<file path="src/design/obi_mem_pkg.sv">
// OBI banked memory types
package obi_mem_pkg;

  // ----------------------------------------
  // Sizes
  // ----------------------------------------

  // Host bus widths
  localparam int addr_w = 32;
  localparam int data_w = 32;
  localparam int be_w   = data_w / 8;

  // Word interleaved banks, selected by addr bits 3:2
  localparam int num_banks  = 4;
  localparam int bank_sel_w = $clog2(num_banks);

  // Words per bank, indexed by addr bits 9:4
  localparam int bank_words = 64;
  localparam int word_sel_w = $clog2(bank_words);

  // Lowest address bit of the bank field
  localparam int bank_lsb = $clog2(be_w);
  localparam int word_lsb = bank_lsb + bank_sel_w;

  // Accepted requests still waiting for their response
  localparam int order_depth = 4;
  localparam int order_ptr_w = $clog2(order_depth);

  // ----------------------------------------
  // Structs
  // ----------------------------------------

  // Host A channel payload, 1P1 fields only
  typedef struct packed {
    logic [addr_w-1:0] addr;
    logic              we;
    logic [be_w-1:0]   be;
    logic [data_w-1:0] wdata;
  } obi_req_t;

  // Command shared by all banks, qualified by a per-bank strobe
  typedef struct packed {
    logic [word_sel_w-1:0] word;
    logic                  we;
    logic [be_w-1:0]       be;
    logic [data_w-1:0]     wdata;
  } bank_cmd_t;

  // ----------------------------------------
  // Monitor codes
  // ----------------------------------------

  // Ordered by priority when several rules fail in one cycle
  typedef enum logic [2:0] {
    none,
    req_dropped,
    a_unstable,
    be_zero,
    be_gap,
    addr_be_mismatch,
    r_without_a
  } obi_violation_e;

endpackage

</file>
<file path="src/design/obi_protocol_monitor.sv">
// OBI host bus monitor
`timescale 1ns/1ps

module obi_protocol_monitor (
  input  logic                        clk,
  input  logic                        reset_n,
  input  logic                        req,
  input  logic                        gnt,
  input  obi_mem_pkg::obi_req_t       a_req,
  input  logic                        rvalid,
  input  logic                        rready,
  output logic                        protocol_error,
  output obi_mem_pkg::obi_violation_e violation
);

  // Previous cycle of the A channel
  logic                        req_q;
  logic                        gnt_q;
  obi_mem_pkg::obi_req_t       a_req_q;
  // Accepted requests without a response yet
  logic [3:0]                  outstanding;
  // Highest priority rule failing this cycle
  obi_mem_pkg::obi_violation_e viol_now;
  logic                        waiting;

  // Index of the lowest enabled byte, zero when none is set
  function automatic logic [1:0] lowest_be(input logic [obi_mem_pkg::be_w-1:0] be);
    logic [1:0] idx;
    idx = 2'd0;
    for (int i = obi_mem_pkg::be_w - 1; i >= 0; i--) begin
      if (be[i]) idx = 2'(i);
    end
    return idx;
  endfunction

  // All set bits form one run
  function automatic logic be_contig(input logic [obi_mem_pkg::be_w-1:0] be);
    logic [obi_mem_pkg::be_w-1:0] run;
    run = be >> lowest_be(be);
    return (run & (run + 1'b1)) == '0;
  endfunction

  // ----------------------------------------
  // Rule checks
  // ----------------------------------------

  // Request seen last cycle without a grant
  assign waiting = req_q && !gnt_q;

  always_comb begin
    viol_now = obi_mem_pkg::none;
    if (waiting && !req) begin
      viol_now = obi_mem_pkg::req_dropped;
    end else if (waiting && (a_req != a_req_q)) begin
      viol_now = obi_mem_pkg::a_unstable;
    end else if (req && a_req.we && (a_req.be == '0)) begin
      viol_now = obi_mem_pkg::be_zero;
    end else if (req && a_req.we && !be_contig(a_req.be)) begin
      viol_now = obi_mem_pkg::be_gap;
    end else if (req && (a_req.addr[1:0] != lowest_be(a_req.be))) begin
      // Applies to reads as well as writes
      viol_now = obi_mem_pkg::addr_be_mismatch;
    end else if (rvalid && (outstanding == '0)) begin
      viol_now = obi_mem_pkg::r_without_a;
    end
  end

  // ----------------------------------------
  // State
  // ----------------------------------------

  always_ff @(posedge clk) begin
    a_req_q <= a_req;
  end

  always_ff @(posedge clk or negedge reset_n) begin
    if (!reset_n) begin
      req_q          <= 1'b0;
      gnt_q          <= 1'b0;
      outstanding    <= '0;
      protocol_error <= 1'b0;
      violation      <= obi_mem_pkg::none;
    end else begin
      req_q <= req;
      gnt_q <= gnt;
      // Count up on an accepted A phase, down on a finished R phase
      if ((req && gnt) && !(rvalid && rready)) begin
        outstanding <= outstanding + 1'b1;
      end else if (!(req && gnt) && (rvalid && rready)) begin
        outstanding <= outstanding - 1'b1;
      end
      // First violation sticks until reset
      if (!protocol_error && (viol_now != obi_mem_pkg::none)) begin
        protocol_error <= 1'b1;
        violation      <= viol_now;
      end
    end
  end

endmodule

</file>
<file path="config.mk">
export PLATFORM = sky130hd
export DESIGN_NAME = obi_protocol_monitor
export DESIGN_NICKNAME = d
export VERILOG_FILES = /design/src/design/obi_mem_pkg.sv /design/src/design/obi_protocol_monitor.sv
export SDC_FILE = /design/constraint.sdc
export NUM_CORES = 1
export LEC_CHECK = 0
export BUFFER_PORTS_ARGS = -buffer_cell sky130_fd_sc_hd__buf_2
export CAP_MARGIN = 20
export CORE_MARGIN = 2
export CORE_UTILIZATION = 54
export DETAILED_ROUTE_END_ITERATION = 12
export PLACE_DENSITY = 0.88
export SLEW_MARGIN = 20
export SYNTH_ARGS = -nofsm -noshare
export SYNTH_HDL_FRONTEND = slang
export SYNTH_SLANG_ARGS = --single-unit
</file>
<file path="constraint.sdc">
create_clock -name clk -period 2.5 [get_ports clk]
set_input_delay 0 -clock clk [delete_from_list [all_inputs] [get_ports clk]]
set_output_delay 0 -clock clk [all_outputs]
set_load 0.1 [all_outputs]
</file>
==> flow_summary.ini <==
[status]
status = finished, final reports clean

[drt]
viasPerCell = 4.83
vias = 2209
drc = 0
initialDrtViolationCount = 87
detail-route-antenna-nets = 0
firstDrtPassIters = 4
wirelength_um = 6760
wl_per_cell_um = 14.8

[worst_setup_path]
max_stage_delay_ns = 0.54
crit_slowest_cell = dlygate4sd3_1
setup.worst_path.end_class = flip-flop
reg2regPathDepth = 7
path_class = in -> reg
cp_cell_sequence = dlygate4sd3_1 -> buf_2 -> xor2_1 -> nor4_1 -> nand4_1 -> nor4_2 -> a31o_2 -> o311a_1 -> o32ai_1
cpLargestDelayFamily = simple AND/OR/NAND/NOR gates
crit_path_max_fanout = 5
timing.rr.end = violation[1]
worstSetupStartpointType = input port
crit_buf_inv = 2
arrival_ns = 2.19
reg2reg_from = a_req_q[6]
worstPathRequired_ns = 2.72
ff2ff_setup_slack_ns = 0.53

[timing]
fin_crit_ns = 1.97
slew_headroom_pct = 63.4
setup_viol = 0
worst_pin_slew_ns = 0.547
fin_skew_ns = 0.00878
finalCritPeriodShare_pct = 79.0
fmax_mhz = 507
rsz0062_at_grt = no
setup_tns_ns = 0
finalMaxSlewViolations = 0
hold_violations = 0

[global_route]
grt_pass1_vias = 2361
antenna_found_initial = 0
grt_overflow = 0
grt_pass1_wl_um = 10400
grt_max_degree = 13
grt_use_total_pct = 25.4

[clock_network]
cts_tree = built
cts.sink_count = 79
cts_made_buffers = 9
htreeDepth = 3
clk_pin_slew_worst_paths_ns = 0.08
postCtsSetupRepairBufs = 0
root_buffer = clkbuf_8
cts_buffer_depth = 2
clk_latency_ns = 0.34

[synthesis]
yosysTopAreaCellShare_pct = 50.0
synth.area.top_cells = dfxtp_1, xor2_1, xnor2_1
synth_area_mm2 = 0.00276
seq_area_frac_synth_pct = 59.1
avgSynthCellArea_um2 = 12.4
yosysTopAreaCell = dfxtp_1
syn-num-nets = 301
yosys_warnings = 0
synthCells = 222
synth_cell_types = 32
ys_ff_latch = 79

[cells_and_area]
fillCellCount = 286
seq_area_mm2 = 0.00163
fin_nets = 462
multi_input_area_mm2 = 0.00111
area_growth_pct = 52.1
antenna_cells = 0
layout-drive-gt1-share_pct = 25.8

[floorplan]
die_w_um = 75.5
boundaryPins = 79
core-area_mm2 = 0.00501
dieArea_mm2 = 0.00570
die_y_um = 75.5
start_util_pct = 55.1
rows = 26

[placed_design]
port-buffer-count = 78
dp_hpwl_um = 3770
gp_congestion = 0.764

[power_and_ir_drop]
p_per_area_mw_per_mm2 = 717
p_leak_nw = 1.81
total_power_w = 0.00301
ir_worst_vdd_uv = 509

[min_path]
hold_class = in -> async

[run]
max_cap_violations = 0
area by class of cell:
class | count | share of cell area, %
Multi-Input combinational cell | 137 | 26.3
Sequential cell | 79 | 38.9
Inverter | 6 | 0.536
Tap cell | 70 | 2.09
Clock inverter | 2 | 1.43
Timing Repair Buffer | 150 | 26.5
Clock buffer | 13 | 4.29
per-stage QoR:
step / cell area [µm²] / util [%] / worst slack [ns] / hold slack, ns / std cells
CTS: 4200 / 83.8 / 0.664 / 0.0280 / 457
global placement: 3240 / 64.6 / 0.751 / -0.128 / 370
detailed placement: 3240 / 64.6 / 0.739 / -0.133 / 370
global route: 4200 / 83.8 / 0.383 / 0.0481 / 457
finish: 4200 / 83.8 / 0.526 / 0.0380 / 457
floorplan: 2760 / - / 0.892 / -0.296 / 222
layout by cell type (no fill, tap or decap), types with 2 or more instances in the layout:
| master | count |
|---|---|
| dfrtp_1 | 10 |
| clkbuf_8 | 11 |
| nor4_2 | 2 |
| inv_1 | 6 |
| nor4_1 | 12 |
| nand2_1 | 5 |
| nand4_1 | 11 |
| buf_2 | 78 |
| xnor2_1 | 34 |
| nor2_1 | 5 |
| xor2_1 | 39 |
| dlygate4sd3_1 | 72 |
| a21oi_1 | 3 |
| o21ai_0 | 3 |
| dfxtp_1 | 69 |
| mux2i_1 | 2 |
| bufinv_16 | 2 |
| ha_1 | 3 |
timing repair:
item,CTS,global route
hold buffers,72,0
setup endpoints to repair,0,0
resized for setup,0,0
endpoints found under the hold margin,81,0
synth_stat cells, drive strengths merged:
cell     number
nor2b         1
o21a          1
fa            1
o21ai         3
nand4        11
o32ai         1
a31o          1
xor2         39
a21oi         3
a2111oi       1
dfrtp        10
nor4         14
nand3b        1
xnor2        34
ha            3
dfxtp        69
nand2         5
nor4b         1
mux2i         2
mux2          1
nor2          5
o221a         1
or2b          1
o311a         1
inv           6
o22a          1
and2          1
a31oi         1
nand3         1
a21o          2
state kept, by name, indices dropped and copies added, names as in the netlist:
register and cells:
violation 3, gnt_q 1, outstanding 4, a_req_q 69
req_q 1, protocol_error 1
routing by layer:
layer	global-route usage, %	up-vias	part of all wire, %
li1	-	1075	-
met1	25.2	1040	38
met2	47.9	73	55
met3	7.14	21	3.7
met4	12.9	0	3.1
met5	0	-	0
cell families after synthesis:
group / synth area share (%)
fa+ha+maj: 2.09
compound gates: 4.49
buf+inv: 0.816
simple gates: 9.20
flops: 59.1
mux: 1.13
xor+xnor: 23.2
how the worst max path moves through the flow:
stage,startpoint,end,slack [ns],cells past startpoint
after floorplan,a_req_q[53],violation[1],0.89,7
after global placement,a_req_q[43],violation[1],0.75,7
after detailed placement,a_req_q[37],violation[1],0.74,7
after CTS,req,outstanding[3],0.66,11
after global routing,a_req_q[6],violation[1],0.38,7
final,a_req[6],violation[1],0.53,9
power by group:
| part | switching (W) | total [W] | internal [W] |
|---|---|---|---|
| registers | 0.0000670 | 0.00143 | 0.00136 |
| clock network | 0.000435 | 0.00111 | 0.000673 |
| logic | 0.000204 | 0.000477 | 0.000273 |
| total | 0.000707 | 0.00301 | 0.00230 |
Power figures use the tool's default switching activity.
