**config.mk**
```make
export PLATFORM = sky130hd
export DESIGN_NAME = obi_bank_router
export DESIGN_NICKNAME = d
export VERILOG_FILES = /design/src/design/obi_mem_pkg.sv /design/src/design/obi_bank_router.sv
export SDC_FILE = /design/constraint.sdc
export NUM_CORES = 1
export LEC_CHECK = 0
export CAP_MARGIN = 20
export CORE_AREA = 2 2 49 51
export DETAILED_ROUTE_END_ITERATION = 8
export DIE_AREA = 0 0 51 53
export DONT_BUFFER_PORTS = 1
export PLACE_DENSITY = 0.42
export SLEW_MARGIN = 10
export SYNTH_ARGS = -nofsm -noshare
export SYNTH_HDL_FRONTEND = slang
export SYNTH_SLANG_ARGS = --single-unit
```
**constraint.sdc**
```tcl
create_clock -name clk -period 3.1 [get_ports clk]
set_input_delay 0.93 -clock clk [delete_from_list [all_inputs] [get_ports clk]]
set_output_delay 0.93 -clock clk [all_outputs]
set_load 0.01 [all_outputs]
```
**src/design/obi_mem_pkg.sv**
```systemverilog
// OBI banked memory types
package obi_mem_pkg;

  // ----------------------------------------
  // Sizes
  // ----------------------------------------

  // Host bus widths
  localparam int addr_w = 32;
  localparam int data_w = 32;
  localparam int be_w   = data_w / 8;

  // Word interleaved banks, selected by addr bits 3:2
  localparam int num_banks  = 4;
  localparam int bank_sel_w = $clog2(num_banks);

  // Words per bank, indexed by addr bits 9:4
  localparam int bank_words = 64;
  localparam int word_sel_w = $clog2(bank_words);

  // Lowest address bit of the bank field
  localparam int bank_lsb = $clog2(be_w);
  localparam int word_lsb = bank_lsb + bank_sel_w;

  // Accepted requests still waiting for their response
  localparam int order_depth = 4;
  localparam int order_ptr_w = $clog2(order_depth);

  // ----------------------------------------
  // Structs
  // ----------------------------------------

  // Host A channel payload, 1P1 fields only
  typedef struct packed {
    logic [addr_w-1:0] addr;
    logic              we;
    logic [be_w-1:0]   be;
    logic [data_w-1:0] wdata;
  } obi_req_t;

  // Command shared by all banks, qualified by a per-bank strobe
  typedef struct packed {
    logic [word_sel_w-1:0] word;
    logic                  we;
    logic [be_w-1:0]       be;
    logic [data_w-1:0]     wdata;
  } bank_cmd_t;

  // ----------------------------------------
  // Monitor codes
  // ----------------------------------------

  // Ordered by priority when several rules fail in one cycle
  typedef enum logic [2:0] {
    none,
    req_dropped,
    a_unstable,
    be_zero,
    be_gap,
    addr_be_mismatch,
    r_without_a
  } obi_violation_e;

endpackage

```
**src/design/obi_bank_router.sv**
```systemverilog
// OBI request router
`timescale 1ns/1ps

module obi_bank_router (
  input  logic                                   clk,
  input  logic                                   reset_n,
  input  logic                                   req,
  input  obi_mem_pkg::obi_req_t                  a_req,
  output logic                                   gnt,
  input  logic [obi_mem_pkg::num_banks-1:0]      rsp_pending,
  input  logic                                   order_full,
  output logic [obi_mem_pkg::num_banks-1:0]      cmd_valid,
  output obi_mem_pkg::bank_cmd_t                 cmd,
  output logic                                   push,
  output logic [obi_mem_pkg::bank_sel_w-1:0]     push_bank
);

  // Target bank of the current request
  logic [obi_mem_pkg::bank_sel_w-1:0] bank;
  // Banks holding or about to hold a response
  logic [obi_mem_pkg::num_banks-1:0]  bank_busy;
  // Strobes sent on the last edge
  logic [obi_mem_pkg::num_banks-1:0]  issued_q;

  // ----------------------------------------
  // Address decode
  // ----------------------------------------

  assign bank = a_req.addr[obi_mem_pkg::bank_lsb +: obi_mem_pkg::bank_sel_w];

  // Command fields go to every bank, only the strobe is per bank
  assign cmd.word  = a_req.addr[obi_mem_pkg::word_lsb +: obi_mem_pkg::word_sel_w];
  assign cmd.we    = a_req.we;
  assign cmd.be    = a_req.be;
  assign cmd.wdata = a_req.wdata;

  // ----------------------------------------
  // Grant
  // ----------------------------------------

  // A bank commanded last edge counts as busy alongside its pending flag
  assign bank_busy = rsp_pending | issued_q;

  // Grant needs a free slot in the target bank and room in the order queue
  assign gnt = req && !bank_busy[bank] && !order_full;

  // One-hot strobe toward the target bank
  always_comb begin
    cmd_valid       = '0;
    cmd_valid[bank] = gnt;
  end

  // Merger records the bank so responses leave in grant order
  assign push      = gnt;
  assign push_bank = bank;

  always_ff @(posedge clk or negedge reset_n) begin
    if (!reset_n) begin
      issued_q <= '0;
    end else begin
      issued_q <= cmd_valid;
    end
  end

endmodule

```
==> results of run 1 <==
kinds of logic after synthesis:
| logic type | after synthesis | share of synthesized area |
|---|---|---|
| buffers and inverters | 46 | 0.6301 |
| flip-flops | 4 | 0.1827 |
| AO/OA/AOI/OAI | 1 | 0.02283 |
| AND/OR/NAND/NOR | 14 | 0.1644 |
cell type report:
type                            instances  area, sq um  share of cell area
Timing Repair Buffer                    3        22.52             0.07965
Multi-Input combinational cell         15        102.6              0.3628
Tap cell                               28        35.03              0.1239
Clock buffer                            3        22.52             0.07965
Sequential cell                         4        100.1              0.3540
where the power goes:
group / internal, mW / total (mW) / switching (mW)
logic: 0.00563 / 0.0129 / 0.00729
clock network: 0.0434 / 0.0664 / 0.0230
registers: 0.0536 / 0.0540 / 0.000390
synth_stat cells:
master	n
buf_4	46
nor2_1	5
dfrtp_1	4
nand2b_1	2
nor4_1	2
a211oi_2	1
nand2_1	1
nor3_1	1
nor3_2	1
nor4_2	1
nor4b_2	1
worst max-delay path, cell delays in order:
cell      delay (ns)
nor3_2          0.18
a211oi_2        0.09
nor4_2          0.29
buf_4           0.19
per-stage QoR:
| stage | instances | utilization | total power [mW] | area (sq um) |
|---|---|---|---|---|
| floorplan | 65 | - | 0.1253 | 548.0 |
| global placement | 50 | 0.1211 | 0.06796 | 260.3 |
| detailed placement | 50 | 0.1211 | 0.06803 | 260.3 |
| CTS | 53 | 0.1316 | 0.1369 | 282.8 |
| global route | 53 | 0.1316 | 0.1388 | 282.8 |
| finish | 53 | 0.1316 | 0.1333 | 282.8 |
per-layer routing:
layer	wire length (um)	up-vias	global-route usage	part of all wire
met2	340	33	0.08442	0.45
li1	-	81	-	-
met4	80	0	0.1622	0.10
met1	215	99	0.03242	0.28
met5	0	-	0	0
met3	126	14	0.03672	0.17
path summary, 6_finish.rpt:
| path | from | endpoint | slack, ns | cells past startpoint |
|---|---|---|---|---|
| max | a_req[40] | gnt | 0.49 | 4 |
| min | reset_n | issued_q[0]$_DFF_PN0_ | 0.38 | 0 |
| max reg2reg | issued_q[0]$_DFF_PN0_ | issued_q[2]$_DFF_PN0_ | 1.88 | 3 |
| min reg2reg | issued_q[1]$_DFF_PN0_ | issued_q[1]$_DFF_PN0_ | 0.57 | 2 |
| max in group asynchronous | reset_n | issued_q[1]$_DFF_PN0_ | 2.64 | 0 |
| min in group clk | issued_q[1]$_DFF_PN0_ | issued_q[1]$_DFF_PN0_ | 0.57 | 2 |
==> results_dict.tcl, run 1 <==
set metrics [dict create \
    status "completed" \
    final_common_cell "nor2_1" \
    routed-via-count 227 \
    fin_worst_skew_ns 0.00007755 \
    crit_path_start_kind "input port" \
    numCtsBuffers 3 \
    row_count 17 \
    yosysUniqueCellTypes 11 \
    fillers 245 \
    routed_wl_um 762 \
    final_cell_mix "5 x nor2_1, 4 x dfrtp_1, 3 x clkbuf_4, 3 x buf_4" \
    ys_ff_latch 4 \
    n_antenna_cell 0 \
    largest-register "issued_q" \
    place_congestion 0.5639 \
    synth_seq_area_share 0.1826 \
    fin_ws_ns 0.4903 \
    synthCells 65 \
    drt-pass1-iter-count 1 \
    final-setup-viol-count 0 \
    endpoint_kind "output port" \
    chipHeight_um 53 \
    whs_ns 0.3842 \
    cts_setup_buffers 0 \
    tns_ns 0 \
    syn_avg_cell_area_sq_um 8.431 \
    grt.total_usage 0.06423 \
    die_x_um 51 \
    final_nets 104 \
    ctsHtreeMaxLevel 1 \
    antenna_found_initial 0 \
    finalMaxSlewViolations 0 \
    clk_latency_ns 0.24 \
    detail_route.wl_per_cell_um 14.38 \
    ant_nets 0 \
    synth.area.top_cells "buf_4 63%, dfrtp_1 18%, nor2_1 3.4%" \
    start_util 0.2551 \
    period_share 0.8418 \
    fin_crit_ns 2.610 \
    cts_tree "built" \
    max_slew_margin 0.7094 \
    yosysWarnings 0 \
    syn-num-nets 142 \
    cts_resized 0 \
    hold_viol 0 \
    first_global_vias 240 \
    max_clock_freq_mhz 383.2 \
    yosysTopAreaCell "buf_4" \
    grt_pass1_wl_um 1076 \
    coreArea_sq_mm 0.002148 \
    cts_sinks 4 \
    io_buffers 0 \
    critPathRequiredTime_ns 2.17 \
    postCtsHoldBufs 0 \
    leakagePower_nw 0.1136 \
    hold_class "in2async" \
    arrival_ns 1.68 \
    cts_buffer_depth 2 \
    vias_per_cell 4.283 \
    crit_type "in2out" \
    areaGrowthSynthToFinish_pct -48.40 \
    ctsRootBufferMaster "clkbuf_4" \
    grt_setup_unrepaired "no" \
    drc 0 \
    dpl.hpwl_um 602.3 \
    yosysTopAreaCellShare 0.6301 \
    pre_cts_slack_ns 0.4571 \
    top_regs "issued_q (4)" \
    irDropWorstVdd_uv 79.18 \
    design.portCount 128 \
    largest_reg_flops 4 \
    drive_gt1_frac 0.4000 \
    tightest_slew_ns 0.4325 \
    timing.max_cap.violations 0 \
    synth_area_sq_um 548.0 \
    overflow 0 \
    path_clk_slew_ns 0.04 \
    p_per_area_mw_per_mm2 471.4 \
    grt_max_degree 8 \
    dieArea_sq_mm 0.002703 \
    cp_max_fo 7 \
    first_iter_violations 0 \
]
(Power assumes the default switching activity.)
==> inputs of run 2 (changes only) <==
PLACE_DENSITY = 0.43   (was 0.42)
clock period = 2.4 ns   (was 3.1 ns; I/O delays follow)
==> results_dict.tcl, run 2 (synthesized netlist as in run 1, its figures left out) <==
set metrics [dict create \
    chipHeight_um 53 \
    dieArea_sq_mm 0.002703 \
    cp_max_fo 7 \
    max_clock_freq_mhz 463.9 \
    crit_type "in2out" \
    drc 0 \
    endpoint_kind "output port" \
    start_util 0.2551 \
    final_cell_mix "5 x nor2_1, 4 x dfrtp_1, 4 x buf_4" \
    cts_resized 0 \
    overflow 0 \
    first_iter_violations 1 \
    hold_class "in2async" \
    critPathRequiredTime_ns 1.68 \
    fin_util 0.1351 \
    vias_per_cell 3.907 \
    dpl.hpwl_um 674.3 \
    grt_max_degree 8 \
    final_common_cell "nor2_1" \
    fin_area_sq_um 290.3 \
    detail_route.wl_per_cell_um 14.72 \
    worst_path_max_delay_cell "nor4_2" \
    cts_setup_buffers 0 \
    antenna_found_initial 0 \
    ctsRootBufferMaster "clkbuf_4" \
    p_per_area_mw_per_mm2 583.4 \
    coreArea_sq_mm 0.002148 \
    n_antenna_cell 0 \
    areaGrowthSynthToFinish_pct -47.03 \
    routed_wl_um 795 \
    irDropWorstVdd_uv 95.14 \
    cts_tree "built" \
    first_global_vias 264 \
    path_cells "nor3_2 -> a211oi_2 -> nor4_2 -> buf_4" \
    crit_start "a_req[40]" \
    design.portCount 128 \
    cts_buffer_depth 2 \
    row_count 17 \
    crit_buf_inv 1 \
    drive_gt1_frac 0.4231 \
    ctsHtreeMaxLevel 1 \
    cpPeakStageDelay_ns 0.27 \
    crit_family "simple AND/OR/NAND/NOR gates" \
    final-setup-viol-count 0 \
    largest_reg_flops 4 \
    grt_setup_unrepaired "no" \
    tightest_slew_ns 0.4478 \
    final_nets 105 \
    tns_ns 0 \
    grt.total_usage 0.06303 \
    arrival_ns 1.44 \
    io_buffers 0 \
    clk_latency_ns 0.23 \
    fin_crit_ns 2.156 \
    top_regs "issued_q (4)" \
    leakagePower_nw 0.1190 \
    numCtsBuffers 3 \
    max_slew_margin 0.6992 \
    grt_pass1_wl_um 1173 \
    finalMaxSlewViolations 0 \
    fin_worst_skew_ns 0.00005747 \
    reg2reg_from "issued_q[0]$_DFF_PN0_" \
    postCtsHoldBufs 0 \
    period_share 0.8982 \
    routed-via-count 211 \
    placed_area_sq_um 267.8 \
    ant_nets 0 \
    die_x_um 51 \
    path_clk_slew_ns 0.04 \
    largest-register "issued_q" \
    crit_path_start_kind "input port" \
    drt-pass1-iter-count 4 \
    cts_sinks 4 \
    place_congestion 0.5789 \
    timing.max_cap.violations 0 \
    status "completed" \
    hold_viol 0 \
]
run 2: cell count changes in the layout (fill, tap and decap cells not counted):
cell / delta
buf_4: +1
run 2: area by class of cell:
| cell class | instances | area [sq um] |
|---|---|---|
| fill | 240 | 1858 |
| multi-input combinational | 15 | 102.6 |
| sequential | 4 | 100.1 |
| tap | 28 | 35.03 |
| clock buffer | 3 | 22.52 |
| timing repair buffer | 4 | 30.03 |
run 2: power breakdown:
group          internal [mW]  switching (mW)
Clock                 0.0558          0.0262
Combinational        0.00773         0.00975
Sequential            0.0693        0.000492
run 2: worst register-to-register path, cell delays in order (launching register included):
cell and delay (ns):
dfrtp_1 0.36, nor3_2 0.17, a211oi_2 0.09, nor4b_2 0.25, buf_4 0.17
run 2: layer usage:
metal	routed length (um)	global-route usage	up-vias
li1	-	-	83
met1	217	0.04096	89
met2	368	0.08874	27
met3	159	0.03390	12
met4	49	0.1261	0
met5	0	0	-
run 2: worst paths after layout:
kind | slack, ns | endpoint | cells past startpoint
max | 0.24 | gnt | 4
min | 0.18 | issued_q[0]$_DFF_PN0_ | 0
max reg2reg | 1.30 | issued_q[2]$_DFF_PN0_ | 4
min reg2reg | 0.58 | issued_q[1]$_DFF_PN0_ | 2
max in group asynchronous | 2.15 | issued_q[1]$_DFF_PN0_ | 0
min in group clk | 0.58 | issued_q[1]$_DFF_PN0_ | 2
run 2: per-stage QoR:
step	cells	hold WS [ns]	setup WS, ns	power, mW
after floorplan	65	0.4244	0.1049	0.1619
after global placement	51	0.4246	0.2156	0.08837
after detailed placement	51	0.4246	0.2418	0.08851
after CTS	54	0.1694	0.2299	0.1753
after global routing	54	0.1689	0.1852	0.1790
final	54	0.1822	0.2443	0.1694
