==> config.mk <==
export PLATFORM = sky130hd
export DESIGN_NAME = obi_resp_merge
export DESIGN_NICKNAME = d
export VERILOG_FILES = /design/src/design/obi_mem_pkg.sv /design/src/design/obi_resp_merge.sv
export SDC_FILE = /design/constraint.sdc
export NUM_CORES = 1
export LEC_CHECK = 0
export ABC_AREA = 1
export BUFFER_PORTS_ARGS = -buffer_cell sky130_fd_sc_hd__clkbuf_2
export CORE_MARGIN = 3
export CORE_UTILIZATION = 40
export CTS_CLUSTER_SIZE = 40
export DETAILED_ROUTE_END_ITERATION = 10
export GPL_TIMING_DRIVEN = 0
export PLACE_DENSITY = 0.86
export SYNTH_ARGS = -nofsm -noshare
export SYNTH_HDL_FRONTEND = slang
export SYNTH_SLANG_ARGS = --single-unit
==> constraint.sdc <==
create_clock -name clk -period 3.8 [get_ports clk]
set_input_delay 0.38 -clock clk [delete_from_list [all_inputs] [get_ports clk]]
set_output_delay 0.38 -clock clk [all_outputs]
set_load 0.05 [all_outputs]
==> src/design/obi_mem_pkg.sv <==
// OBI banked memory types
package obi_mem_pkg;

  // ----------------------------------------
  // Sizes
  // ----------------------------------------

  // Host bus widths
  localparam int addr_w = 32;
  localparam int data_w = 32;
  localparam int be_w   = data_w / 8;

  // Word interleaved banks, selected by addr bits 3:2
  localparam int num_banks  = 4;
  localparam int bank_sel_w = $clog2(num_banks);

  // Words per bank, indexed by addr bits 9:4
  localparam int bank_words = 64;
  localparam int word_sel_w = $clog2(bank_words);

  // Lowest address bit of the bank field
  localparam int bank_lsb = $clog2(be_w);
  localparam int word_lsb = bank_lsb + bank_sel_w;

  // Accepted requests still waiting for their response
  localparam int order_depth = 4;
  localparam int order_ptr_w = $clog2(order_depth);

  // ----------------------------------------
  // Structs
  // ----------------------------------------

  // Host A channel payload, 1P1 fields only
  typedef struct packed {
    logic [addr_w-1:0] addr;
    logic              we;
    logic [be_w-1:0]   be;
    logic [data_w-1:0] wdata;
  } obi_req_t;

  // Command shared by all banks, qualified by a per-bank strobe
  typedef struct packed {
    logic [word_sel_w-1:0] word;
    logic                  we;
    logic [be_w-1:0]       be;
    logic [data_w-1:0]     wdata;
  } bank_cmd_t;

  // ----------------------------------------
  // Monitor codes
  // ----------------------------------------

  // Ordered by priority when several rules fail in one cycle
  typedef enum logic [2:0] {
    none,
    req_dropped,
    a_unstable,
    be_zero,
    be_gap,
    addr_be_mismatch,
    r_without_a
  } obi_violation_e;

endpackage

==> src/design/obi_resp_merge.sv <==
// OBI in-order response merger
`timescale 1ns/1ps

module obi_resp_merge (
  input  logic                                                       clk,
  input  logic                                                       reset_n,
  input  logic                                                       push,
  input  logic [obi_mem_pkg::bank_sel_w-1:0]                         push_bank,
  input  logic [obi_mem_pkg::num_banks-1:0]                          rsp_pending,
  input  logic [obi_mem_pkg::num_banks-1:0][obi_mem_pkg::data_w-1:0] bank_rdata,
  input  logic                                                       rready,
  output logic                                                       order_full,
  output logic [obi_mem_pkg::num_banks-1:0]                          rsp_taken,
  output logic                                                       rvalid,
  output logic [obi_mem_pkg::data_w-1:0]                             rdata
);

  // Bank indices in grant order
  logic [obi_mem_pkg::bank_sel_w-1:0]  order_q [obi_mem_pkg::order_depth];
  logic [obi_mem_pkg::order_ptr_w-1:0] wr_ptr;
  logic [obi_mem_pkg::order_ptr_w-1:0] rd_ptr;
  // One extra bit so a full queue is distinct from empty
  logic [obi_mem_pkg::order_ptr_w:0]   count;
  logic [obi_mem_pkg::bank_sel_w-1:0]  head_bank;
  logic                                pop;

  // ----------------------------------------
  // Head selection
  // ----------------------------------------

  assign head_bank  = order_q[rd_ptr];
  assign order_full = (count == obi_mem_pkg::order_depth);

  // Head response is ready once its bank fills the slot
  assign rvalid = (count != '0) && rsp_pending[head_bank];
  assign rdata  = bank_rdata[head_bank];

  // R channel completes on rvalid and rready
  assign pop = rvalid && rready;

  always_comb begin
    rsp_taken            = '0;
    rsp_taken[head_bank] = pop;
  end

  // ----------------------------------------
  // Queue
  // ----------------------------------------

  always_ff @(posedge clk) begin
    if (push) begin
      order_q[wr_ptr] <= push_bank;
    end
  end

  // Pointers wrap since the depth is a power of two
  always_ff @(posedge clk or negedge reset_n) begin
    if (!reset_n) begin
      wr_ptr <= '0;
      rd_ptr <= '0;
      count  <= '0;
    end else begin
      if (push) wr_ptr <= wr_ptr + 1'b1;
      if (pop) rd_ptr <= rd_ptr + 1'b1;
      if (push && !pop) begin
        count <= count + 1'b1;
      end else if (pop && !push) begin
        count <= count - 1'b1;
      end
    end
  end

endmodule

==> reports/summary.md, run 1 <==
For this run, the top clock speed supported by timing is 415 MHz. Detailed placement ended at an HPWL of 6210 µm. Synthesized instance count: 284.

Counting both buffers and inverters, the worst setup path holds a total of 5. When the netlist entered floorplanning its net count stood at 428. TritonCTS built the clock tree. 176 I/O pins were placed. Synthesis-to-finish area growth: 53.2%.

Tracing the worst setup path back leads to its startpoint at rd_ptr[1]. The logs give 69 for the DRC marker count from the first detailed-route iteration and 3.42 ns for the required time reported for the critical path endpoint. For the data arrival time of the critical path, the log shows 2.03 ns.

During synthesis, Yosys emitted a total of 0 warnings. After synthesis, the share of flip-flops with an asynchronous set or reset is 46.7%. For the hold violation count in the final report, the log shows 0.

The run gives 1.43 ns as the slack of the worst reg-to-reg path. The endpoint kind of the worst setup timing path was an output pin. The smallest clock period supported by the final layout is computed as 2.41 ns. By instance count, the cell type seen most on the critical path is sky130_fd_sc_hd__inv_2.

The mapped netlist covers 1870 µm². Setup repair after global routing left no endpoint under its margin. The total via count after detailed routing is 2,526, and the top fanout value on the critical path is 10.

The critical path ends at rdata[2]. Counting the buffers created by CTS gives 3. The area taken by multi-input logic gates was 1220 µm².

Flip-flop cell with the highest count after synthesis: sky130_fd_sc_hd__edfxtp_1. In this run the deepest clock path goes through 2 buffers. The H-tree level count is 1. For this block, the routed nets add up to 7200 µm of wire.

The run finished with clean final reports. The cell sitting at the root of the clock tree is a sky130_fd_sc_hd__clkbuf_8. Counting cells, the worst reg-to-reg path comes to 14.

The transition time at the pin with the least slew margin was 0.332 ns; the detailed-route vias per instance was 4.90. Class of the tightest hold or removal check: primary input to flip-flop. The antenna diode count is 0. The tools report the number of different library cells in the post-synthesis netlist as 30. Setup violations remaining at the end of the flow were counted as 0. The run gives 0 as the initial antenna violation count.

Counting flops with a built-in enable in the synthesized netlist gives 8. The die boundary width was 74.5 µm. Routability-driven placement finished with a final weighted congestion of 0.904. Setup total negative slack on the finished layout was measured at 0 ns. The slowest stage of the critical path is the sky130_fd_sc_hd__dfrtp_1 cell. The logs give 2,191 for the via count of the first global-routing pass and 415 µm² for the sequential standard cell area. The filler cell count in the final layout came out at 417. The largest single stage delay on the critical path is 0.36 ns. During placement, the flow inserted port buffers numbering 175. The number of logic stages on the critical path including buffering was 10; the layout cell share with drive strength beyond 1 was 48.5%. The first global-routing pass estimated 9830 µm of wire. In the final routed layout, each cell accounts on average for 14.0 µm. Initial cell density of the core: 42.2%.

Worst relative slew slack: 78.0%. The later pin in the worst-skew pair is clocked with a latency of 0.25 ns. Leaving out fill and tap cells, the most frequent cell in the layout is sky130_fd_sc_hd__clkbuf_2. For the final database, setup skew stands at 0.000511 ns.

Synthesis inferred 15 register bits. Clock-pin slew was measured on the worst setup and hold paths at 0.06 ns. The setup path with the least slack is of type flip-flop to output pin.

The signal on the critical path passes through buf_2 -> inv_2 -> nand3_2 -> nand2_4 -> nand2_2 -> inv_2 -> buf_4 -> nand2_1 -> nand4_1 -> clkbuf_2. The sequential share of the synthesized area is 22.2%. The floorplan step defined a die boundary enclosing 5540 µm². In the layout the commonest cells are sky130_fd_sc_hd__clkbuf_2, sky130_fd_sc_hd__nand2_1, sky130_fd_sc_hd__nand4_1. For the max-slew violation count, the log shows 0. The count of max-cap constraint violations is 0. In the routed design, unresolved DRC markers number 0. The overall die height is 74.5 µm, and the global-route usage over all layers is 22.9%. The worst register-to-register path begins at rd_ptr[1]. For the iteration count of the initial detailed-routing pass, the log shows 5.

The endpoint of the lowest-slack register-to-register path was count[2]. The final antenna-violating net count was 0; the largest net degree at the start of global routing was 11. The final layout contains 609 nets. Dividing the synthesized area by the synthesized cell count gives 6.60 µm².

The final cycle utilization of the critical path was 63.4%. The core box area was 4440 µm²; the clock sink total was 15. The total congestion overflow after global routing was 0. The family of cells with the greatest summed delay on the critical path is buffers and inverters.

The type of origin of the critical path is a flip-flop. The floorplan has 24 rows.
==> area by class of cell <==
cell class                      count  share of cell area, %
Multi-Input combinational cell    230                   42.6
Sequential cell                    15                   14.5
Tap cell                           52                   2.27
Timing Repair Buffer              176                   30.8
Inverter                           24                   3.49
Buffer                             15                   4.75
Clock inverter                      1                  0.174
Clock buffer                        3                   1.44
==> kinds of logic after synthesis <==
logic type	after synthesis	share of synthesized area [%]
adders and majority gates	6	4.41
DFF	15	22.2
AOI/OAI and AO/OA	12	6.01
xor gates and xnor gates	4	1.87
muxes	1	0.601
buffers and inverters	39	12.6
and+or+nand+nor	207	52.3
==> cell usage after synthesis, types with 2 or more instances <==
master                     number  share of area (%)
sky130_fd_sc_hd__inv_1         20                4.0
sky130_fd_sc_hd__edfxtp_1       8                 13
sky130_fd_sc_hd__nand2_2       10                3.3
sky130_fd_sc_hd__nand3_2        4                2.1
sky130_fd_sc_hd__a22oi_2        6                4.0
sky130_fd_sc_hd__dfrtp_1        7                9.3
sky130_fd_sc_hd__nand2_4        3                1.8
sky130_fd_sc_hd__a22oi_1        3                1.2
sky130_fd_sc_hd__o21ai_0        2               0.53
sky130_fd_sc_hd__nand3_1       19                5.1
sky130_fd_sc_hd__xor2_1         3                1.4
sky130_fd_sc_hd__nor2_1         5                1.0
sky130_fd_sc_hd__nand2_1      138                 28
sky130_fd_sc_hd__nor2_4         2                1.2
sky130_fd_sc_hd__buf_4          5                2.0
sky130_fd_sc_hd__buf_6          8                4.8
sky130_fd_sc_hd__ha_1           5                3.3
sky130_fd_sc_hd__inv_2          2               0.40
sky130_fd_sc_hd__nand4_1       23                7.7
==> registers in the layout (all words and copies together), names as in the netlist <==
signal / flops
count: 3
order_q: 8
rd_ptr: 2
wr_ptr: 2
==> routing by layer <==
layer / routed length [µm] / GRT usage, % / vias to the layer above
met3: 955 / 9.59 / 15
met5: 0 / 0 / -
met1: 2650 / 25.9 / 1112
li1: - / - / 1282
met4: 165 / 7.31 / 0
met2: 3440 / 39.0 / 117
==> through the flow <==
step | util, % | instances | cell area, µm² | setup WS [ns] | hold WS (ns)
6_report | 64.6 | 516 | 2870 | 1.39 | 0.357
5_1_grt | 64.6 | 516 | 2870 | 1.25 | 0.357
4_1_cts | 64.6 | 516 | 2870 | 1.38 | 0.349
3_5_place_dp | 63.3 | 511 | 2820 | 1.43 | 0.228
3_3_place_gp | 63.3 | 511 | 2820 | 1.53 | 0.223
2_1_floorplan | - | 284 | 1870 | 1.61 | 0.0844
==> timing repair <==
item	CTS	global route
buffers inserted	0	0
setup endpoints to repair	0	0
resized for setup	0	0
hold buffers	1	0
endpoints found under the hold margin	7	0
==> how the worst min path moves through the flow <==
stage / start / to / slack [ns] / depth (start not counted)
detailed placement: reset_n / wr_ptr[0] / 0.23 / 1
CTS: push_bank[1] / order_q[2][1] / 0.35 / 1
global placement: reset_n / wr_ptr[0] / 0.22 / 1
floorplan: reset_n / count[0] / 0.08 / 0
finish: push_bank[1] / order_q[2][1] / 0.36 / 1
global route: push_bank[0] / order_q[3][0] / 0.36 / 1
Power of run 1 is left out: the tool's default activity adds up to more than one toggle a clock period on the data nets, which glitch-free logic cannot reach.
==> run 2: changes to the inputs <==
--- a/config.mk
+++ b/config.mk
@@ -5,14 +5,14 @@
 export SDC_FILE = /design/constraint.sdc
 export NUM_CORES = 1
 export LEC_CHECK = 0
-export ABC_AREA = 1
+export ABC_AREA = 0
 export BUFFER_PORTS_ARGS = -buffer_cell sky130_fd_sc_hd__clkbuf_2
 export CORE_MARGIN = 3
-export CORE_UTILIZATION = 40
+export CORE_UTILIZATION = 35
 export CTS_CLUSTER_SIZE = 40
 export DETAILED_ROUTE_END_ITERATION = 10
 export GPL_TIMING_DRIVEN = 0
-export PLACE_DENSITY = 0.86
+export PLACE_DENSITY = 0.81
 export SYNTH_ARGS = -nofsm -noshare
 export SYNTH_HDL_FRONTEND = slang
 export SYNTH_SLANG_ARGS = --single-unit
==> constraint.sdc (replaced) <==
create_clock -name clk -period 2.4 [get_ports clk]
set_input_delay 0.24 -clock clk [delete_from_list [all_inputs] [get_ports clk]]
set_output_delay 0.24 -clock clk [all_outputs]
set_load 0.05 [all_outputs]
==> reports/summary.md, run 2 <==
The H-tree level count was 1. The layout net count came out at 440. The flow ran to the end, but the final reports show violations.

During I/O placement, the number of pins put on the boundary was 176. The first global-routing pass estimated 9590 µm of wire. The share of Yosys cell area claimed by the top area cell type is 39.8%. The worst path uses 107% of the clock period.

The top fanout value on the critical path came out at 4. The library cell used most frequently in the layout, excluding fill and tap cells, is sky130_fd_sc_hd__clkbuf_2. Register with the most flip-flops: order_q. By count the netlist is led by sky130_fd_sc_hd__mux4_2, sky130_fd_sc_hd__edfxtp_1, sky130_fd_sc_hd__dfrtp_1. The die boundary width works out to 74.4 µm. The post-route minimum period works out to 2.56 ns. The final reports fail on setup timing.

The peak supply drop was 869 µV. Via count of the first global-routing pass: 1,917. The count of buffers from port buffering is 175. Counting flops with an async set or reset pin after synthesis yields a share of 46.7%.

In the final layout, the registers with the most flip-flops are order_q: 8 flops, count: 3 flops. After Yosys synthesis, XOR and XNOR cells account for 3.21% of the synthesized area. The wire-length estimate of the detail-placed layout is 5470 µm.

The number of enable flip-flop cells after synthesis came out at 8. The path class of the tightest hold or removal check is primary input to flip-flop. Simple-gate portion of the synthesized area: 7.63%. The tools report the buffer type at the clock tree root as sky130_fd_sc_hd__clkbuf_8. The transition time at the pin with the least slew margin was 0.508 ns; the total via count after detailed routing was 1,904. The critical path start-end classification was flip-flop to output pin. After synthesis the netlist holds a flip-flop and latch count of 15. After detailed routing, the number of vias per cell comes to 5.47. The adder and majority gate portion of the synthesized area is 5.04%, and the initial cell density of the core is 36.9%. After synthesis, the largest family of logic cells by area is multiplexers. Yosys instantiated no cell more often than sky130_fd_sc_hd__mux4_2. For the final antenna-violating net count, the log shows 0. The mean routed wirelength per cell was 22.6 µm; the DRC marker count from the first detailed-route iteration was 104. The mapped netlist covers 1640 µm². Of the synthesized area, sequential elements account for 25.3%. Ranked by total cell area, the synthesized netlist is headed by sky130_fd_sc_hd__mux4_2, sky130_fd_sc_hd__edfxtp_1, sky130_fd_sc_hd__dfrtp_1, sky130_fd_sc_hd__mux4_1, sky130_fd_sc_hd__ha_1. The first detailed-routing pass ran for 4 iterations.

The layout cell share with drive strength beyond 1 was 83.7%. The initialized floorplan defines 24 standard-cell rows. Cell accounting for the most synthesized area: sky130_fd_sc_hd__mux4_2. Summing all placed instances gives a cell area of 2610 µm².

Buffers inserted during clock tree synthesis total 3. At the later pin of the worst-skew pair, clock insertion delay measures 0.24 ns. The hold violation count in the final report is 0, and the overall die height is 74.4 µm.

The initial antenna violation count was 1. Prior to clock tree synthesis, the placed netlist has a worst setup slack of -0.294 ns. TritonCTS built the clock tree. Flip-flop count of the largest register after layout: 8. The tools report the smallest setup slack after layout as -0.162 ns. The max-slew violation count was 0; the total power density per cell area was 1870 nW/µm².

When the netlist entered floorplanning its net count stood at 247. The floorplan step defined a die boundary enclosing 5540 µm². The design draws 5.94 mW.

The tool flagged a number of max-cap violations equal to 0. For this run, the total global-route usage over all layers was measured as 23.5%. The endpoint kind of the worst setup timing path is an output pin.

The number of design rule violations left after detail routing is 0. The tools report the static leakage as 1.54 nW. The maximum number of buffers from clock root to sink is 2, and the largest clock skew in the final design is 0.00170 ns. The share of cell area taken by muxes after synthesis came out at 50.5%. The logs give 2.32 ns for the data arrival time of the critical path and 34 for the count of endpoints failing setup in the final report.

The final layout contains routed wiring with a total length of 7870 µm. Summing all non-filler instances in the final layout gives an area of 3180 µm². Setup repair after global routing could not meet its margin everywhere. Across all hold checks on the routed design, the worst slack comes to 0.223 ns.

The routability congestion estimate from global placement came out at 0.894. The total congestion overflow after global routing came out at 0. STA classifies the critical path startpoint as a flip-flop.

Derived from the worst setup path, the maximum achievable clock frequency is 390 MHz. Clock-pin slew was measured on the worst setup and hold paths at 0.06 ns. The number of different library cells in the post-synthesis netlist was 28. During synthesis, Yosys emitted a total of 0 warnings. The tools report the clock sink total as 15.

In this run the tightest slew margin relative to its limit is 65.8%. Dividing the synthesized area by the synthesized cell count gives 15.9 µm². Relative to the synthesized area, the layout overhead comes to 94.1%. Leaving out fill and tap cells, the most frequent cells in the layout are sky130_fd_sc_hd__clkbuf_2, sky130_fd_sc_hd__buf_8, sky130_fd_sc_hd__mux4_2.

The required time reported for the critical path endpoint is 2.16 ns, and the largest net degree at the start of global routing is 11. The core box area was 4440 µm². The synthesized netlist devotes 1.45% of its cell area to compound gates.

The synthesized instance count was 103; the total negative slack was -1.19 ns. Among all flip-flop cells after synthesis, the most frequent one is sky130_fd_sc_hd__edfxtp_1.
## run 2: changes by cell type after synthesis, moves of 6 or more
cell and delta:
sky130_fd_sc_hd__a22oi_2 -6, sky130_fd_sc_hd__buf_6 -6, sky130_fd_sc_hd__inv_1 -17, sky130_fd_sc_hd__mux4_2 +29, sky130_fd_sc_hd__nand2_1 -134, sky130_fd_sc_hd__nand2_2 -10, sky130_fd_sc_hd__nand3_1 -17, sky130_fd_sc_hd__nand4_1 -23
## run 2: repair_timing
| action | 4_1_cts | 5_1_grt |
|---|---|---|
| hold buffers | 1 | 0 |
| resized for setup | 84 | 44 |
| endpoints found under the hold margin | 7 | 0 |
| buffers inserted | 12 | 2 |
| pin swaps | 3 | 3 |
| cloned | 1 | 1 |
| setup endpoints to repair | 33 | 38 |
## run 2: power by group
group	leakage, nW	internal (mW)	switching (mW)
combinational	1.36	2.49	2.80
clock	0.0228	0.117	0.0802
sequential	0.156	0.366	0.0788
total	1.54	2.98	2.96
## run 2: cells by family (layout without fill, tap and decap cells)
group | Yosys count | in the layout
AO/OA/AOI/OAI | 4 | 4
flip-flops | 15 | 15
buffers and inverters | 13 | 205
XOR/XNOR | 6 | 6
multiplexers | 38 | 38
other | 0 | 1
adder cells (fa/ha/maj) | 6 | 6
AND/OR/NAND/NOR | 21 | 21
## run 2: metrics by stage
stage / std cells / utilization [%]
2_1_floorplan: 103 / -
3_3_place_gp: 330 / 58.6
3_5_place_dp: 330 / 58.6
4_1_cts: 348 / 70.0
5_1_grt: 347 / 71.5
6_report: 348 / 71.6
## run 2: area by class of cell
class	instances	area [µm²]
timing repair buffer	190	1390
fill	315	1260
multi-input combinational	75	1140
sequential	15	415
buffer	8	114
tap	52	65.1
clock buffer	4	45.0
inverter	3	11.3
antenna	1	2.50
## run 2: routing by layer
| layer | share of wire [%] | track usage (%) |
|---|---|---|
| met1 | 32 | 24.7 |
| met2 | 55 | 43.9 |
| met3 | 9.4 | 6.22 |
| met4 | 3.6 | 9.49 |
| met5 | 0.18 | 0 |
## run 2: final timing paths
path                               from       endpoint  slack (ns)  cells after the start
max in group asynchronous       reset_n       count[2]        1.88                      2
min in group asynchronous       reset_n       count[1]        0.36                      2
hold / removal             push_bank[0]  order_q[3][0]        0.22                      1
setup / recovery              rd_ptr[0]   rsp_taken[0]       -0.16                      8
setup reg to reg              rd_ptr[0]       count[1]       -0.16                      9
hold reg to reg                count[2]       count[2]        0.50                      1
## run 2: critical path: stages (launching register included)
cell	delay (ns)
sky130_fd_sc_hd__dfrtp_1	0.34
sky130_fd_sc_hd__buf_6	0.11
sky130_fd_sc_hd__mux4_2	0.56
sky130_fd_sc_hd__mux2i_2	0.19
sky130_fd_sc_hd__o21ai_2	0.21
sky130_fd_sc_hd__nand4_4	0.13
sky130_fd_sc_hd__buf_4	0.18
sky130_fd_sc_hd__nor3_2	0.14
sky130_fd_sc_hd__clkbuf_8	0.22
No activity file was read; power rests on OpenSTA's default activity.
